`src/source/frame_pkg.sv`:
```
package frame_pkg;

    // Fixed bank arrangement of the shared store
    localparam int NUM_BANKS = 4;
    localparam int BANK_W    = 2;
    localparam int DATA_W    = 16;
    localparam int MASK_W    = 2;

    // Defaults for the top level parameters
    localparam int DEF_ADDR_W       = 8;
    localparam int DEF_QUEUE_DEPTH  = 4;
    localparam int DEF_READ_LATENCY = 2;

    typedef enum logic {
        OP_READ  = 1'b0,
        OP_WRITE = 1'b1
    } mem_op_t;

    // Client or download request, addr is a word address
    typedef struct packed {
        logic              valid;
        mem_op_t           op;
        logic [15:0]       addr;
        logic [DATA_W-1:0] data;
        logic [MASK_W-1:0] mask;
    } mem_req_t;

    typedef struct packed {
        logic              rdy;
        logic [DATA_W-1:0] data;
    } mem_resp_t;

    // Byte wide download channel
    typedef struct packed {
        logic        wr;
        logic [17:0] addr;
        logic [7:0]  data;
    } ioctl_t;

    // Command granted to the store
    typedef struct packed {
        logic              valid;
        mem_op_t           op;
        logic [BANK_W-1:0] bank;
        logic [15:0]       addr;
        logic [DATA_W-1:0] data;
        logic [MASK_W-1:0] mask;
    } mem_cmd_t;

    typedef struct packed {
        logic              valid;
        logic [BANK_W-1:0] bank;
        logic [DATA_W-1:0] data;
    } mem_ret_t;

endpackage

```
`src/source/bank_arbiter.sv`:
```
module bank_arbiter
    import frame_pkg::*;
#(
    parameter int ADDR_W = DEF_ADDR_W
) (
    input  logic                 sample,
    input  logic                 reset,
    input  logic                 downloading,
    input  mem_req_t             dl_req,
    output logic                 dl_grant,
    input  mem_req_t             bank_head [NUM_BANKS],
    output logic [NUM_BANKS-1:0] bank_grant,
    output mem_cmd_t             mem_cmd
);

    // Last bank served, search starts one past it
    logic [BANK_W-1:0] rr_last;
    logic [BANK_W-1:0] cand;
    logic [BANK_W-1:0] sel;
    logic              found;

    always_comb begin
        found = 1'b0;
        sel   = rr_last;
        cand  = rr_last;
        // Banks wait for the download channel and for the whole download
        if (!dl_req.valid && !downloading) begin
            for (int k = 1; k <= NUM_BANKS; k++) begin
                cand = rr_last + BANK_W'(k);
                if (!found && bank_head[cand].valid) begin
                    found = 1'b1;
                    sel   = cand;
                end
            end
        end
    end

    always_comb begin
        dl_grant   = dl_req.valid;
        bank_grant = '0;
        mem_cmd    = '0;
        if (dl_req.valid) begin
            mem_cmd.valid = 1'b1;
            mem_cmd.op    = dl_req.op;
            // Download word address carries the bank in its top bits
            mem_cmd.bank  = dl_req.addr[ADDR_W +: BANK_W];
            mem_cmd.addr  = 16'(dl_req.addr[ADDR_W-1:0]);
            mem_cmd.data  = dl_req.data;
            mem_cmd.mask  = dl_req.mask;
        end else if (found) begin
            bank_grant[sel] = 1'b1;
            mem_cmd.valid   = 1'b1;
            mem_cmd.op      = bank_head[sel].op;
            mem_cmd.bank    = sel;
            mem_cmd.addr    = bank_head[sel].addr;
            mem_cmd.data    = bank_head[sel].data;
            mem_cmd.mask    = bank_head[sel].mask;
        end
    end

    always_ff @(posedge sample) begin
        if (reset) begin
            // Bank 0 goes first after reset
            rr_last <= BANK_W'(NUM_BANKS - 1);
        end else if (found) begin
            rr_last <= sel;
        end
    end

endmodule

```
`config.mk`:
```
export PLATFORM = sky130hd
export DESIGN_NAME = bank_arbiter
export DESIGN_NICKNAME = d
export VERILOG_FILES = /design/src/source/frame_pkg.sv /design/src/source/bank_arbiter.sv
export SDC_FILE = /design/constraint.sdc
export NUM_CORES = 1
export LEC_CHECK = 0
export ABC_CLOCK_PERIOD_IN_PS = 3830
export BUFFER_PORTS_ARGS = -buffer_cell sky130_fd_sc_hd__buf_4
export CORE_MARGIN = 2
export CORE_UTILIZATION = 25
export DETAILED_ROUTE_END_ITERATION = 10
export PLACE_DENSITY = 0.56
export SLEW_MARGIN = 0
export SYNTH_ARGS = -nofsm -noshare
export SYNTH_HDL_FRONTEND = slang
export SYNTH_SLANG_ARGS = --single-unit
```
`constraint.sdc`:
```
create_clock -name sample -period 3.83 [get_ports sample]
set_input_delay 0.766 -clock sample [delete_from_list [all_inputs] [get_ports sample]]
set_output_delay 0.766 -clock sample [all_outputs]
set_load 0.02 [all_outputs]
```
==> summary.md <==
| Metric | Value |
|---|---|
| Status | complete, no violations |
| Detailed Place HPWL | 7270 um |
| Antenna Cells | 0 |
| Initial DRT Pass Iterations | 4 |
| Gpl congestion | 0.789 |
| Final wirelength | 9300 um |
| Logic pwr share | 0.829 |
| Routed WL per cell | 13.8 um |
| Fillers | 912 |
| CP startpoint kind | input pin |
| Ys async rst share | 0 |
| Max-cap viol count | 0 |
| Root buf cell | clkbuf_8 |
| Setup violations, final | 0 |
| Overall Global Routing Usage | 0.182 |
| Total core area | 8680 um2 |
| # hold bufs at CTS | 0 |
| WP data arrival | 2810 ps |
| Fin crit period | 3570 ps |
| Initial core utilization | 0.257 |
| Fin. Hold Viols | 0 |
| Critical Path End Type | primary output |
| Insertion delay of the later-clocked pin in the worst-skew pair | 210 ps |
| Final TNS setup | 0 ps |
| Critical Path Start | bank_head[35] |
| Max-slew violation count | 0 |
| Sw Ratio | 0.430 |
| P per Cell Area | 181 nW/um2 |
| Via Count | 3258 |
| RSZ-0062 raised after global routing | no |
| Worst-margin pin slew | 539 ps |
| DRC viols | 0 |
| Critical path required time | 3060 ps |
| Chip height | 98.4 um |
| HP Class | flip-flop to flip-flop |
| Top-count cell post-synth | nand2_1 |
| Synth Warn # | 0 |
| Ranking of synthesized cells by area | mux2i_1 19%, nand2b_1 17%, nand2_1 15% |
| Kind of cell adding the most delay to the critical path | buffers and inverters |
| Crit-path max FO | 11 |
| EDFF count, synth | 0 |
| Via density | 4.83 |
| Port bufs | 219 |
| Fmax | 280 MHz |
| Ys flop type | dfxtp_1 |
| Slowest-stage cell, CP | or4_1 |
| Synthesized flop and latch total | 2 |
| Worst slew margin | 0.641 |
| Layout cells sized above 1 | 0.418 |
| H-tree Lvls | 1 |
| I/O Pins | 226 |
| Reg power frac | 0.049 |
| Largest regs | rr_last x2 |
| Clk slew on worst S/H paths | 30 ps |
| Antenna violations before repair | 0 |
| Cell Rows | 34 |
| Die area | 9690 um2 |
| CTS tree | built |
| Mapped Nets | 550 |
| Syn-to-layout area delta | 80.1% |
| Hold Path Origin | rr_last[1] |
| Crit Path Class | input pin to primary output |
| CP Cell Sequence | buf_4, or4_1, o21ai_1, a2111oi_4, xnor2_4, buf_4, mux2i_1, o211ai_1, buf_4 |
| Cell leakage power | 2.02 nW |
| WP buf/inv | 3 |
| Remaining Overflow, GRT | 0 |
| Cell count after synthesis | 367 |
| Sequential fraction of the synthesis area | 0.0180 |
| Top reg by flops | rr_last |
| Post-Syn Area | 2230 um2 |
| Vias in the first global route | 3179 |
| Num CTS Buffers | 3 |
| Post-synthesis average cell area | 6.08 um2 |
| Maximum vdd drop | 0.0000946 V |
| Top-area cell type share of the netlist area | 0.193 |
| Core Util, Final | 0.463 |
| Global-route wire length before repair | 14900 um |
| Clk pwr share | 0.122 |
| Slowest stage delay, CP | 490 ps |
| Layout Skew | 4.19 ps |
| Final ANT Viol Nets | 0 |
| Cell Int Power | 0.000415 W |
| R2R Path Start | rr_last[0] |
| Max reg flops | 2 |
| Top cells by instance count after synthesis | 87 x nand2_1, 59 x nand2b_1, 56 x a21oi_1 |
| NetSw | 0.000313 W |
| Count of cell types in the netlist | 29 |
| Most frequent CP cell | buf_4 |
| Final period utilization | 0.933 |
| CTS Sinks | 2 |
| Chip width | 98.4 um |
| Post-CTS sizing | 0 |
| Post-CTS Setup Repair Bufs | 0 |
| Largest net degree at the start of global routing | 71 |
| Number of nets in the layout | 751 |
| DRT iter0 DRCs | 119 |
| Clk buf depth | 2 |
| Leading area contributor after synthesis | mux2i_1 |
-- cells by family (layout without fill, tap and decap cells) --
family,after synthesis,after routing,share of synthesized area
AND/OR/NAND/NOR,157,157,0.341
AO/OA/AOI/OAI,128,128,0.371
multiplexers,43,43,0.193
buffers and inverters,36,236,0.0696
flip-flops,2,2,0.0180
XOR/XNOR,1,1,0.00730
-- per-stage QoR --
| step | area [um2] | total power [W] | hold WS (ps) | setup slack, ps | instances |
|---|---|---|---|---|---|
| 2_1_floorplan | 2230 | 0.000369 | 536 | 409 | 367 |
| 3_3_place_gp | 3970 | 0.000632 | 586 | 275 | 671 |
| 3_5_place_dp | 3970 | 0.000645 | 596 | 251 | 671 |
| 4_1_cts | 4020 | 0.000739 | 604 | 245 | 675 |
| 5_1_grt | 4020 | 0.000790 | 649 | 67.3 | 675 |
| 6_report | 4020 | 0.000728 | 615 | 258 | 675 |
-- layer usage --
| layer | GRT usage | vias up | part of all wire |
|---|---|---|---|
| met2 | 0.365 | 121 | 0.53 |
| li1 | - | 1692 | - |
| met1 | 0.211 | 1441 | 0.39 |
| met3 | 0.0142 | 4 | 0.067 |
| met5 | 0 | - | 0 |
| met4 | 0.0337 | 0 | 0.0075 |
-- worst register-to-register path: cells and delay by family (launching register included) --
family | cells | cell delay (ps)
flip-flops | 1 | 460
buffers and inverters | 1 | 240
XOR/XNOR | 1 | 210
AO/OA/AOI/OAI | 2 | 400
AND/OR/NAND/NOR | 2 | 630
-- area by class of cell --
type	instances	area [um2]	area share
clock buffer	4	45.0	0.0112
inverter	2	7.51	0.00187
multi-input combinational	329	2050	0.509
sequential	2	43.8	0.0109
tap	108	135	0.0336
timing repair buffer	230	1740	0.433
-- power by group through the flow --
stage,clock (W),sequential [W],combinational [W]
floorplan,0,0.0000243,0.000345
global placement,0,0.0000352,0.000597
detailed placement,0,0.0000356,0.000610
CTS,0.0000929,0.0000353,0.000611
global route,0.0000929,0.0000373,0.000660
finish,0.0000892,0.0000354,0.000604
-- path summary, 6_finish.rpt --
kind                      to  slack (ps)  depth (start not counted)
hold / removal    rr_last[1]         610                          2
setup reg to reg  rr_last[0]        1760                          6
hold reg to reg   rr_last[1]         610                          2
setup / recovery  mem_cmd[8]         260                          9
-- layout by cell type, fill, tap and decap left out, drive strengths merged --
cell type    n
buf        230
nand2       87
nand2b      59
a21oi       56
mux2i       43
o21bai      27
o211ai      27
o22ai        8
o21ai        4
clkbuf       4
nor2         3
inv          2
a211oi       2
nor3         2
a2111o       2
dfxtp        2
nor4         1
or4          1
or3b         1
nand3b       1
a21boi       1
a2111oi      1
xnor2        1
nor2b        1
and3         1
Note: power is estimated with default switching activity, not from simulation.
