[src/source/frame_pkg.sv]
package frame_pkg;

    // Fixed bank arrangement of the shared store
    localparam int NUM_BANKS = 4;
    localparam int BANK_W    = 2;
    localparam int DATA_W    = 16;
    localparam int MASK_W    = 2;

    // Defaults for the top level parameters
    localparam int DEF_ADDR_W       = 8;
    localparam int DEF_QUEUE_DEPTH  = 4;
    localparam int DEF_READ_LATENCY = 2;

    typedef enum logic {
        OP_READ  = 1'b0,
        OP_WRITE = 1'b1
    } mem_op_t;

    // Client or download request, addr is a word address
    typedef struct packed {
        logic              valid;
        mem_op_t           op;
        logic [15:0]       addr;
        logic [DATA_W-1:0] data;
        logic [MASK_W-1:0] mask;
    } mem_req_t;

    typedef struct packed {
        logic              rdy;
        logic [DATA_W-1:0] data;
    } mem_resp_t;

    // Byte wide download channel
    typedef struct packed {
        logic        wr;
        logic [17:0] addr;
        logic [7:0]  data;
    } ioctl_t;

    // Command granted to the store
    typedef struct packed {
        logic              valid;
        mem_op_t           op;
        logic [BANK_W-1:0] bank;
        logic [15:0]       addr;
        logic [DATA_W-1:0] data;
        logic [MASK_W-1:0] mask;
    } mem_cmd_t;

    typedef struct packed {
        logic              valid;
        logic [BANK_W-1:0] bank;
        logic [DATA_W-1:0] data;
    } mem_ret_t;

endpackage

[src/source/bank_port.sv]
module bank_port
    import frame_pkg::*;
#(
    parameter int ADDR_W      = DEF_ADDR_W,
    parameter int QUEUE_DEPTH = DEF_QUEUE_DEPTH,
    parameter int BANK_ID     = 0,
    parameter int WRITABLE    = 1
) (
    input  logic      sample,
    input  logic      reset,
    input  mem_req_t  client_req,
    output logic      client_credit,
    output mem_req_t  head_req,
    input  logic      grant,
    input  mem_ret_t  mem_ret,
    output mem_resp_t client_resp
);

    localparam int PTR_W = (QUEUE_DEPTH > 1) ? $clog2(QUEUE_DEPTH) : 1;
    localparam int CNT_W = $clog2(QUEUE_DEPTH + 1);

    mem_req_t queue [QUEUE_DEPTH];

    logic [PTR_W-1:0]  wr_ptr;
    logic [PTR_W-1:0]  rd_ptr;
    logic [CNT_W-1:0]  count;
    mem_req_t          push_entry;
    logic              resp_rdy;
    logic [DATA_W-1:0] resp_data;

    always_comb begin
        push_entry      = client_req;
        push_entry.addr = 16'(client_req.addr[ADDR_W-1:0]);
        // Read only banks turn writes into reads
        if (WRITABLE == 0) begin
            push_entry.op = OP_READ;
        end
    end

    always_ff @(posedge sample) begin
        if (client_req.valid) begin
            queue[wr_ptr] <= push_entry;
        end
    end

    always_ff @(posedge sample) begin
        if (reset) begin
            wr_ptr        <= '0;
            rd_ptr        <= '0;
            count         <= '0;
            client_credit <= 1'b0;
        end else begin
            client_credit <= grant;
            if (client_req.valid) begin
                wr_ptr <= (wr_ptr == PTR_W'(QUEUE_DEPTH - 1)) ? '0 : wr_ptr + 1'b1;
            end
            if (grant) begin
                rd_ptr <= (rd_ptr == PTR_W'(QUEUE_DEPTH - 1)) ? '0 : rd_ptr + 1'b1;
            end
            case ({client_req.valid, grant})
                2'b10:   count <= count + 1'b1;
                2'b01:   count <= count - 1'b1;
                default: count <= count;
            endcase
        end
    end

    always_comb begin
        head_req       = queue[rd_ptr];
        head_req.valid = (count != '0);
    end

    // Capture returns tagged for this bank
    always_ff @(posedge sample) begin
        if (reset) begin
            resp_rdy <= 1'b0;
        end else begin
            resp_rdy <= mem_ret.valid && (mem_ret.bank == BANK_W'(BANK_ID));
        end
    end

    always_ff @(posedge sample) begin
        resp_data <= mem_ret.data;
    end

    assign client_resp.rdy  = resp_rdy;
    assign client_resp.data = resp_data;

endmodule

[config.mk]
export PLATFORM = sky130hd
export DESIGN_NAME = bank_port
export DESIGN_NICKNAME = d
export VERILOG_FILES = /design/src/source/frame_pkg.sv /design/src/source/bank_port.sv
export SDC_FILE = /design/constraint.sdc
export NUM_CORES = 1
export LEC_CHECK = 0
export BUFFER_PORTS_ARGS = -buffer_cell sky130_fd_sc_hd__buf_2
export CORE_MARGIN = 2
export CORE_UTILIZATION = 45
export CTS_BUF_LIST = sky130_fd_sc_hd__clkbuf_4 sky130_fd_sc_hd__clkbuf_8
export DETAILED_ROUTE_END_ITERATION = 10
export GPL_TIMING_DRIVEN = 0
export PLACE_DENSITY = 0.71
export SLEW_MARGIN = 30
export SYNTH_ARGS = -nofsm -noshare
export SYNTH_HDL_FRONTEND = slang
export SYNTH_SLANG_ARGS = --single-unit
[constraint.sdc]
create_clock -name sample -period 2.9 [get_ports sample]
set_input_delay 0.145 -clock sample [delete_from_list [all_inputs] [get_ports sample]]
set_output_delay 0.145 -clock sample [all_outputs]
set_load 0.03 [all_outputs]
==> impl_metrics.csv <==
group,metric,value,unit
status,outcome,"complete, no violations",
logic_synthesis,post_synth_num_cell_types,24,
floorplan,die_x,108,µm
critical_path,cp.arrival,1.83,ns
cts,cts-hold-fix-buffers,46,
cts,post_cts.resized_instances,0,
place,globalplace.congestion,0.646,
cts,insertion_delay,0.42,ns
critical_path,cp.buffers_inverters,3,
detailed_routing,drc,0,
critical_path,cp-start-kind,"flip-flop",
finish,non_filler_cell_area_final,6510,µm²
logic_synthesis,ys_async_sr_fraction,0,%
floorplan,die-height,108,µm
sta,highest_clock_rate,507,MHz
critical_path,crit_required,2.76,ns
floorplan,rows,37,
critical_path,cp_common_cell,"sky130_fd_sc_hd__buf_2",
floorplan,dieArea,11600,µm²
logic_synthesis,postSynthAreaPerCell,22.5,µm²
detailed_routing,maxUsedRoutingLayer,"met4",
critical_path,timing.setup.critical_path_class,"flip-flop to output pin",
cts,clock_sinks,135,
place,place.detailed.hpwl,5540,µm
place,postPlaceCellArea,5610,µm²
global_route,first_global_vias,2724,
critical_path,critical_path_sink_type,"output pin",
critical_path,worst-path-max-fanout,10,
hold_path,hp-class,"primary input to flip-flop",
logic_synthesis,synthesis.instances,214,
global_route,grt_max_degree,18,
floorplan,start_util,46.5,%
logic_synthesis,area_leader_netlist,"sky130_fd_sc_hd__edfxtp_1",
flow_run,timing.max_cap.violations,0,
logic_synthesis,synthFlopType,"sky130_fd_sc_hd__edfxtp_1",
detailed_routing,first_iter_violations,96,
global_route,track_usage,16.2,%
sta,unrepaired_setup_endpoints_after_global_routing,"false",
power_and_ir_drop,power,4.46,mW
detailed_routing,routed-wl-met3,462,µm
power_and_ir_drop,peakVddDrop,0.000368,V
sta,timing_max_transition_violations_final,0,
logic_synthesis,synthMostInstantiatedCell,"sky130_fd_sc_hd__edfxtp_1",
logic_synthesis,synth_enable_flop_cells,108,
cts,cts_buffers,17,
logic_synthesis,register_bit_total_from_synthesis,135,
sta,fin_tns_setup,0,ns
power_and_ir_drop,power_density,685,nW/µm²
global_route,grt_overflow,0,
detailed_routing,route.layer.met1.wl,3630,µm
cts,cts.root.buffer_cell,"sky130_fd_sc_hd__clkbuf_8",
finish,antenna_cells_inserted,0,
critical_path,worstPathCellList,"buf_2 > buf_2 > mux4_2 > buf_2",
sta,layout_min_cycle_time,1.97,ns
cts,htreeDepth,4,
sta,final.period_utilization,68.0,%
detailed_routing,num_vias,2544,
logic_synthesis,post-synth-top-area-fraction,67.2,%
critical_path,timing.critical_path.slowest_cell_delay,0.36,ns
floorplan,boundaryPins,112,
detailed_routing,wl_per_cell,16.5,µm
logic_synthesis,synthTopCellsByArea,"sky130_fd_sc_hd__edfxtp_1 (67%), sky130_fd_sc_hd__dfxtp_1 (11%), sky130_fd_sc_hd__mux4_2 (9.3%)",
global_route,grt_first_pass_wirelength,13500,µm
power_and_ir_drop,power.static_leakage,2.48,nW
sta,timing.final.hold_violations,0,
place,placement.io_buffers,94,
logic_synthesis,synth.top_cells.by_count,"sky130_fd_sc_hd__edfxtp_1 (108), sky130_fd_sc_hd__dfxtp_1 (27), sky130_fd_sc_hd__mux4_2 (20), sky130_fd_sc_hd__buf_4 (9)",
sta,final-setup-viol-count,0,
logic_synthesis,cell_area_synth,4820,µm²
logic_synthesis,synth_warnings,0,
cts,post-cts-setup-buffer-count,0,
finish,final_layout_size_suffix_gt1_share,42.3,%
logic_synthesis,synth-seq-area-share,78.4,%
global_route,antenna_found_initial,0,
sta,fin_skew,0.0158,ns
detailed_routing,totalWireLength,8790,µm
cts,cts-root-to-sink-buffers,2,
detailed_routing,count_of_antenna_violating_nets_left_after_detailed_routing,0,
finish,filler_cell_count,772,
critical_path,crit_path_top_delay_cell,"sky130_fd_sc_hd__mux4_2",
detailed_routing,met2RoutedLength,4670,µm
cts,clock_slew_at_the_register_clock_pins_of_the_worst_setup_and_hold_paths,0.08,ns
detailed_routing,dr.pass1.iters,4,
finish,num-nets-final,449,
critical_path,worst_path_dominant_cell_family,"buffers and inverters",
floorplan,placeableCoreArea,10400,µm²
detailed_routing,via_per_inst,4.77,
finish,flow.area_growth_from_synthesis,35.0,%
cts,tritoncts,"yes",
[power by group]
group | total [mW] | internal [mW] | leakage, nW | switching (mW)
Sequential | 2.20 | 2.18 | 1.22 | 0.0255
Clock | 1.68 | 0.993 | 0.220 | 0.691
Combinational | 0.572 | 0.245 | 1.04 | 0.327
[worst reg2reg max path: cells and delay by family, from the launching register on]
kind                     cells  cell delay, ns
buffers and inverters        1            0.22
flip-flops                   1            0.41
adder cells (fa/ha/maj)      1            0.20
AND/OR/NAND/NOR              1            0.39
[final cells by class]
| cell class | count | area (µm²) | area share (%) |
|---|---|---|---|
| inverter | 3 | 11.3 | 0.173 |
| buffer | 16 | 138 | 2.11 |
| timing repair buffer | 144 | 1040 | 16.0 |
| tap | 136 | 170 | 2.61 |
| multi-input combinational | 67 | 923 | 14.2 |
| clock inverter | 12 | 175 | 2.69 |
| clock buffer | 20 | 269 | 4.13 |
| sequential | 135 | 3780 | 58.1 |
[routing by layer]
metal	track usage (%)	vias to the layer above
li1	-	1191
met1	18.3	1269
met2	29.2	79
met3	5.27	5
met4	4.67	0
met5	0	-
[path summary, 6_finish.rpt]
kind | from | endpoint | depth (start not counted) | slack (ns)
max | flip-flop | head_req[3] | 4 | 0.93
min | client_req[35] | wr_ptr[1] | 3 | 0.05
max reg2reg | wr_ptr[0] | queue[3][16] | 3 | 1.38
min reg2reg | count[2] | count[2] | 2 | 0.50
[registers in the layout, indices dropped and copies added (netlist names), named ones only]
name and cells:
queue 108, resp_data 16, count 3, rd_ptr 2, wr_ptr 2, client_credit 1, resp_rdy 1
[per-stage QoR]
stage          hold WS [ns]  worst slack [ns]  utilization [%]  std cells
5_1_grt              0.0478             0.821             62.8        533
3_3_place_gp          0.247             0.755             53.0        451
4_1_cts              0.0324             0.864             62.8        533
3_5_place_dp          0.249              1.22             54.1        455
2_1_floorplan         0.173              1.28                -        221
6_report             0.0503             0.927             62.8        533
[layout by cell type (no fill, tap or decap)]
cell | netlist | layout
sky130_fd_sc_hd__clkinv_1 | 0 | 1
sky130_fd_sc_hd__buf_12 | 2 | 2
sky130_fd_sc_hd__or3_1 | 2 | 2
sky130_fd_sc_hd__clkbuf_1 | 1 | 1
sky130_fd_sc_hd__fa_1 | 1 | 1
sky130_fd_sc_hd__clkinv_4 | 0 | 2
sky130_fd_sc_hd__buf_6 | 1 | 1
sky130_fd_sc_hd__clkbuf_8 | 0 | 19
sky130_fd_sc_hd__inv_1 | 3 | 3
sky130_fd_sc_hd__xnor2_1 | 1 | 1
sky130_fd_sc_hd__conb_1 | 1 | 8
sky130_fd_sc_hd__buf_4 | 9 | 9
sky130_fd_sc_hd__dfxtp_1 | 27 | 27
sky130_fd_sc_hd__mux4_1 | 7 | 7
sky130_fd_sc_hd__nor4b_1 | 1 | 1
sky130_fd_sc_hd__nor2_1 | 7 | 7
sky130_fd_sc_hd__clkinvlp_4 | 0 | 2
sky130_fd_sc_hd__xor2_1 | 1 | 1
sky130_fd_sc_hd__inv_6 | 0 | 1
sky130_fd_sc_hd__mux4_2 | 20 | 20
sky130_fd_sc_hd__nor2b_1 | 1 | 1
sky130_fd_sc_hd__nor3b_1 | 1 | 1
sky130_fd_sc_hd__clkbuf_4 | 0 | 1
sky130_fd_sc_hd__edfxtp_1 | 108 | 108
sky130_fd_sc_hd__a21oi_1 | 2 | 2
sky130_fd_sc_hd__buf_2 | 3 | 97
sky130_fd_sc_hd__and2_2 | 0 | 4
sky130_fd_sc_hd__mux2i_1 | 4 | 4
sky130_fd_sc_hd__bufinv_16 | 0 | 4
sky130_fd_sc_hd__o21ai_0 | 1 | 1
sky130_fd_sc_hd__ha_1 | 6 | 6
sky130_fd_sc_hd__clkinv_2 | 0 | 2
sky130_fd_sc_hd__dlygate4sd3_1 | 0 | 46
sky130_fd_sc_hd__buf_16 | 0 | 4
[cell families (layout without fill, tap and decap cells)]
| kind of cell | count (synthesis) | after routing | synth area share [%] |
|---|---|---|---|
| buffers and inverters | 19 | 195 | 3.09 |
| AND/OR/NAND/NOR | 16 | 16 | 1.79 |
| other | 1 | 8 | 0.0777 |
| XOR/XNOR | 2 | 2 | 0.363 |
| adder cells (fa/ha/maj) | 7 | 7 | 1.97 |
| multiplexers | 31 | 31 | 14.0 |
| AO/OA/AOI/OAI | 3 | 3 | 0.311 |
| flip-flops | 135 | 135 | 78.4 |
Note: power is estimated with default switching activity, not from simulation.
