--- config.mk ---
export PLATFORM = sky130hd
export DESIGN_NAME = rom_download
export DESIGN_NICKNAME = d
export VERILOG_FILES = /design/src/source/frame_pkg.sv /design/src/source/rom_download.sv
export SDC_FILE = /design/constraint.sdc
export NUM_CORES = 1
export LEC_CHECK = 0
export BUFFER_PORTS_ARGS = -buffer_cell sky130_fd_sc_hd__buf_2
export CAP_MARGIN = 20
export CORE_AREA = 2 2 49 51
export DETAILED_ROUTE_END_ITERATION = 6
export DIE_AREA = 0 0 51 53
export GPL_TIMING_DRIVEN = 1
export PLACE_DENSITY = 0.82
export SYNTH_ARGS = -nofsm -noshare
export SYNTH_HDL_FRONTEND = slang
export SYNTH_SLANG_ARGS = --single-unit
--- constraint.sdc ---
create_clock -name sample -period 1.25 [get_ports sample]
set_input_delay 0.0625 -clock sample [delete_from_list [all_inputs] [get_ports sample]]
set_output_delay 0.0625 -clock sample [all_outputs]
set_load 0.005 [all_outputs]
--- src/source/frame_pkg.sv ---
package frame_pkg;

    // Fixed bank arrangement of the shared store
    localparam int NUM_BANKS = 4;
    localparam int BANK_W    = 2;
    localparam int DATA_W    = 16;
    localparam int MASK_W    = 2;

    // Defaults for the top level parameters
    localparam int DEF_ADDR_W       = 8;
    localparam int DEF_QUEUE_DEPTH  = 4;
    localparam int DEF_READ_LATENCY = 2;

    typedef enum logic {
        OP_READ  = 1'b0,
        OP_WRITE = 1'b1
    } mem_op_t;

    // Client or download request, addr is a word address
    typedef struct packed {
        logic              valid;
        mem_op_t           op;
        logic [15:0]       addr;
        logic [DATA_W-1:0] data;
        logic [MASK_W-1:0] mask;
    } mem_req_t;

    typedef struct packed {
        logic              rdy;
        logic [DATA_W-1:0] data;
    } mem_resp_t;

    // Byte wide download channel
    typedef struct packed {
        logic        wr;
        logic [17:0] addr;
        logic [7:0]  data;
    } ioctl_t;

    // Command granted to the store
    typedef struct packed {
        logic              valid;
        mem_op_t           op;
        logic [BANK_W-1:0] bank;
        logic [15:0]       addr;
        logic [DATA_W-1:0] data;
        logic [MASK_W-1:0] mask;
    } mem_cmd_t;

    typedef struct packed {
        logic              valid;
        logic [BANK_W-1:0] bank;
        logic [DATA_W-1:0] data;
    } mem_ret_t;

endpackage

--- src/source/rom_download.sv ---
module rom_download
    import frame_pkg::*;
#(
    parameter int ADDR_W = DEF_ADDR_W
) (
    input  logic     sample,
    input  logic     reset,
    input  ioctl_t   ioctl,
    output mem_req_t dl_req,
    input  logic     dl_grant,
    output logic     ioctl_credit
);

    // Word address covers the bank select and the in-bank address
    logic [ADDR_W+BANK_W-1:0] word_addr;

    logic              pend_valid;
    logic [15:0]       pend_addr;
    logic [DATA_W-1:0] pend_data;
    logic [MASK_W-1:0] pend_mask;

    assign word_addr = ioctl.addr[ADDR_W+BANK_W:1];

    always_ff @(posedge sample) begin
        if (reset) begin
            pend_valid   <= 1'b0;
            ioctl_credit <= 1'b0;
        end else begin
            ioctl_credit <= dl_grant;
            if (dl_grant) begin
                pend_valid <= 1'b0;
            end
            // Host holds one credit, so no overlap with a pending write
            if (ioctl.wr) begin
                pend_valid <= 1'b1;
            end
        end
    end

    always_ff @(posedge sample) begin
        if (ioctl.wr) begin
            pend_addr <= 16'(word_addr);
            pend_data <= {2{ioctl.data}};
            // Even byte goes low, odd byte goes high
            pend_mask <= ioctl.addr[0] ? 2'b10 : 2'b01;
        end
    end

    always_comb begin
        dl_req.valid = pend_valid;
        dl_req.op    = OP_WRITE;
        dl_req.addr  = pend_addr;
        dl_req.data  = pend_data;
        dl_req.mask  = pend_mask;
    end

endmodule

==> results.json, run 1 <==
{
  "status": "completed",
  "ys_seq_elements": 22,
  "crit_chain": "buf_2",
  "std_cell_rows": 17,
  "worst_hold_slack_ns": 0.222,
  "gp_congestion": 0.614,
  "core_sq_um": 2150,
  "cts_tree": "yes",
  "drive_above_1_share_pct": 50.5,
  "rsz0062_at_grt": "no",
  "n_antenna_cell": 0,
  "synth.top_cells.by_area": "edfxtp_1 75%, buf_4 15%, dfxtp_1 5.0%",
  "crit_required_ns": 1.19,
  "clock.fmax_mhz": 1110,
  "cts-htree-levels": 1,
  "dr.pass1.iters": 2,
  "io_buffers": 52,
  "die-area_sq_um": 2700,
  "antenna_found_initial": 0,
  "ir_worst_vdd_v": 0.000837,
  "synthAdderAreaFrac_pct": 0,
  "synth_top_cell_area_share_pct": 75.4,
  "route.detailed.drc": 0,
  "power_leakage_nw": 0.561,
  "cp_max_fo": 2,
  "syn_inst": 45,
  "crit_family": "flip-flops",
  "cp.arrival_ns": 0.83,
  "maxCapViolations": 0,
  "worst-path-buf-inv": 1,
  "synthMuxAreaShare_pct": 0,
  "gr-total-overflow": 0,
  "place_area_sq_um": 991,
  "yosysSeqAreaShare_pct": 80.4,
  "n_fill_cell": 173,
  "cts_setup_buffers": 0,
  "chipHeight_um": 53,
  "synth_top_family_by_area": "buffers and inverters",
  "grt_usage_pct": 13.1,
  "vias": 561,
  "crit_type": "reg -> out",
  "insertion_delay_ns": 0.30,
  "ys_types": 8,
  "cts-resized-gates": 0,
  "die_x_um": 51,
  "grt_pass1_vias": 596,
  "boundaryPins": 67,
  "drtIter0Drc": 3,
  "cp-end-kind": "output pin",
  "routed_wl_um": 1620,
  "power_density_nw_per_um2": 1130,
  "final-setup-viol-count": 0,
  "hold_viol": 0,
  "syn_area_sq_um": 797,
  "synth_compound_area_share_pct": 1.10,
  "synth_xor_xnor_area_share_pct": 0,
  "syn_avg_cell_area_sq_um": 17.7,
  "cts_buffer_depth": 2,
  "synthSimpleGateAreaFrac_pct": 1.57,
  "ant_nets": 0,
  "slowest_delay_ns": 0.40,
  "grt_pass1_wl_um": 2530,
  "final_area_sq_um": 1230,
  "wl_per_cell_um": 11.6,
  "grt_max_degree": 22,
  "fin_crit_sh_pct": 71.8,
  "slew_viol_final": 0,
  "power_mw": 1.39,
  "crit_cells": 1,
  "timing.setup.tns_ns": 0,
  "min_path_cells": 3,
  "yosys.area.top_type": "edfxtp_1",
  "hold_path_class": "in -> reg",
  "slowest_stage": "edfxtp_1",
  "avgViaCountPerCell": 4.04,
  "cts_buffers": 3,
  "nNetsFinal": 142,
  "cts_root_buffer": "clkbuf_4",
  "fin_crit_ns": 0.897,
  "start_util_pct": 37.1,
  "startpoint_type": "flip-flop",
  "clkTransAtPathRegs_ns": 0.12,
  "area_growth_pct": 54.0,
  "ys_warn_count": 0,
  "clock-sinks": 22,
  "rr_worst_depth": 2,
  "skew_ns": 0
}
-- per-stage QoR --
stage	std cells	util (%)	setup slack, ns
2_1_floorplan	50	-	0.662
3_3_place_gp	114	46.1	0.438
3_5_place_dp	114	46.1	0.421
4_1_cts	139	57.1	0.336
5_1_grt	139	57.1	0.291
6_report	139	57.1	0.353
-- cell usage in the layout, fill, tap and decap left out --
| cell type | synthesis | layout |
|---|---|---|
| clkinv_1 | 0 | 1 |
| conb_1 | 2 | 7 |
| edfxtp_1 | 20 | 20 |
| dfxtp_1 | 2 | 2 |
| clkbuf_4 | 0 | 3 |
| inv_1 | 2 | 2 |
| nor2b_1 | 1 | 1 |
| buf_2 | 0 | 52 |
| nand2b_1 | 1 | 1 |
| a21oi_2 | 1 | 1 |
| dlygate4sd3_1 | 0 | 21 |
-- what timing repair did --
action	in CTS	in global routing
setup endpoints to repair	0	0
hold endpoints to repair	21	0
hold buffers	21	0
-- flip-flops by register name (all words and copies together) (netlist names) --
signal / cells
pend_addr: 10
pend_data: 8
pend_mask: 2
ioctl_credit: 1
pend_valid: 1
-- metal layers --
layer | track usage [%] | share of wire, %
met5 | 0 | 0
met3 | 4.52 | 11
met4 | 4.05 | 0
met2 | 27.1 | 56
met1 | 11.6 | 32
-- power by group --
part	internal, mW	switching [mW]	total, mW
Sequential	0.864	0.0163	0.880
Clock	0.116	0.202	0.318
Combinational	0.117	0.0759	0.192
-- final timing paths --
path	end	from	slack, ns
worst max-delay path	dl_req[17]	pend_data[7]$_DFFE_PP_	0.35
worst min-delay path	pend_valid$_SDFFE_PP0P_	ioctl[26]	0.22
worst max register to register	pend_valid$_SDFFE_PP0P_	pend_valid$_SDFFE_PP0P_	0.62
worst min register to register	pend_valid$_SDFFE_PP0P_	pend_valid$_SDFFE_PP0P_	0.53
-- layout make-up --
cell class | instances | area [sq um] | area share (%)
flip-flops and latches | 22 | 641 | 52.2
multi-input cells | 10 | 47.5 | 3.87
clock buffers | 3 | 22.5 | 1.83
repair buffers | 73 | 470 | 38.3
well taps | 28 | 35.0 | 2.85
inverters | 2 | 7.51 | 0.612
clock inverters | 1 | 3.75 | 0.306
-- cells in the mapped netlist, drive strengths merged --
master   n
dfxtp    2
a21oi    1
nor2b    1
edfxtp  20
buf     16
nand2b   1
conb     2
inv      2
-- logic make-up after synthesis --
kind of cell	count (synthesis)
DFF	22
buffers and inverters	18
and+or+nand+nor	2
AOI/OAI and AO/OA	1
other	2
(Power assumes the default switching activity.)
==> inputs of run 2 (changes only) <==
CORE_AREA = 2 2 50 52   (was 2 2 49 51)
DIE_AREA = 0 0 52 54   (was 0 0 51 53)
PLACE_DENSITY = 0.8   (was 0.82)
clock period = 0.85 ns   (was 1.25 ns; I/O delays follow)
==> results.json, run 2 (synthesis gave the netlist of run 1 again) <==
{
  "cts_tree": "yes",
  "wl_per_cell_um": 9.77,
  "power_density_nw_per_um2": 1840,
  "cts_buffers": 3,
  "timing.setup.tns_ns": -0.384,
  "grt_pass1_vias": 538,
  "worst-path-buf-inv": 1,
  "cts_buffer_depth": 2,
  "gr-total-overflow": 0,
  "startpoint_type": "flip-flop",
  "multi_input_area_sq_um": 47.5,
  "cts_root_buffer": "clkbuf_4",
  "clock-sinks": 22,
  "grt_pass1_wl_um": 2240,
  "die_x_um": 52,
  "largest_register": "pend_addr",
  "route.detailed.drc": 0,
  "chipHeight_um": 54,
  "drive_above_1_share_pct": 53.1,
  "routed_wl_um": 1400,
  "dr.pass1.iters": 1,
  "avgViaCountPerCell": 3.80,
  "hold_viol": 0,
  "crit_required_ns": 0.81,
  "final_cell_mix": "52 x buf_2, 21 x dlygate4sd3_1, 20 x edfxtp_1",
  "seq_area_sq_um": 642,
  "vias": 544,
  "dp_cells": 118,
  "cts-htree-levels": 1,
  "ant_nets": 0,
  "cp-end-kind": "output pin",
  "layout_commonest_cell": "buf_2",
  "power_leakage_nw": 0.588,
  "slowest_delay_ns": 0.40,
  "fin_crit_sh_pct": 105,
  "area_growth_pct": 61.2,
  "fin_crit_ns": 0.891,
  "instances_no_fill": 143,
  "violations": "negative setup slack",
  "std_cell_rows": 18,
  "skew_ns": 0,
  "fin_ws_ns": -0.0408,
  "crit_family": "flip-flops",
  "grt_max_degree": 18,
  "slew_viol_final": 0,
  "core_sq_um": 2320,
  "cp.arrival_ns": 0.85,
  "rsz0062_at_grt": "yes",
  "clkTransAtPathRegs_ns": 0.12,
  "final-setup-viol-count": 18,
  "cts_setup_buffers": 0,
  "slowest_stage": "edfxtp_1",
  "clock.fmax_mhz": 1120,
  "boundaryPins": 67,
  "n_antenna_cell": 0,
  "insertion_delay_ns": 0.30,
  "largest_register_ffs": 10,
  "io_buffers": 52,
  "crit_chain": "buf_2",
  "cp_max_fo": 2,
  "nNetsFinal": 144,
  "maxCapViolations": 0,
  "drtIter0Drc": 0,
  "hold_path_class": "in -> reg",
  "start_util_pct": 34.4,
  "ir_worst_vdd_v": 0.00127,
  "antenna_found_initial": 0,
  "gp_congestion": 0.594,
  "status": "complete, but fails checks",
  "grt_usage_pct": 11.4,
  "crit_type": "reg -> out",
  "biggestRegsByFlops": "pend_addr (10), pend_data (8), pend_mask (2)",
  "n_fill_cell": 205,
  "die-area_sq_um": 2810,
  "hpwlAfterDp_um": 982
}
[run 2: repair_timing]
item,CTS,global route
hold buffers,21,0
setup endpoints to repair,28,29
hold endpoints to repair,22,0
gates resized for setup,0,1
[run 2: layer usage]
metal  part of all wire (%)  track usage, %
met5                      0               0
met4                      0            3.95
met3                     11            3.61
met2                     55            21.7
met1                     34            11.6
[run 2: final cells by class]
class	instances	area share [%]
sequential	22	50.0
timing repair buffer	75	38.8
tap	30	2.92
inverter	2	0.584
clock buffer	3	1.75
multi-input combinational	10	3.70
clock inverter	1	2.34
[run 2: path summary, 6_finish.rpt]
kind	start	slack (ns)	cells past startpoint	to
min	ioctl[26]	0.11	2	pend_addr[8]$_DFFE_PP_
max reg2reg	pend_valid$_SDFFE_PP0P_	0.24	2	pend_valid$_SDFFE_PP0P_
max	pend_data[13]$_DFFE_PP_	-0.04	1	dl_req[7]
min reg2reg	pend_valid$_SDFFE_PP0P_	0.50	2	pend_valid$_SDFFE_PP0P_
[run 2: per-stage QoR]
step | power (mW) | cell area, sq um | worst slack (ns) | util (%) | hold WS, ns
after floorplan | 1.42 | 816 | 0.282 | - | 0.105
after global placement | 1.53 | 1020 | 0.246 | 44.0 | 0.215
after detailed placement | 1.54 | 1020 | 0.236 | 44.0 | 0.219
after CTS | 2.39 | 1280 | -0.0533 | 55.3 | 0.0923
after global routing | 2.49 | 1280 | -0.100 | 55.4 | 0.0895
final | 2.36 | 1280 | -0.0408 | 55.4 | 0.107
[run 2: power breakdown]
group / leakage, nW / switching (mW) / internal, mW
combinational: 0.347 / 0.110 / 0.183
clock: 0.0279 / 0.300 / 0.476
sequential: 0.213 / 0.0215 / 1.27
total: 0.588 / 0.431 / 1.93
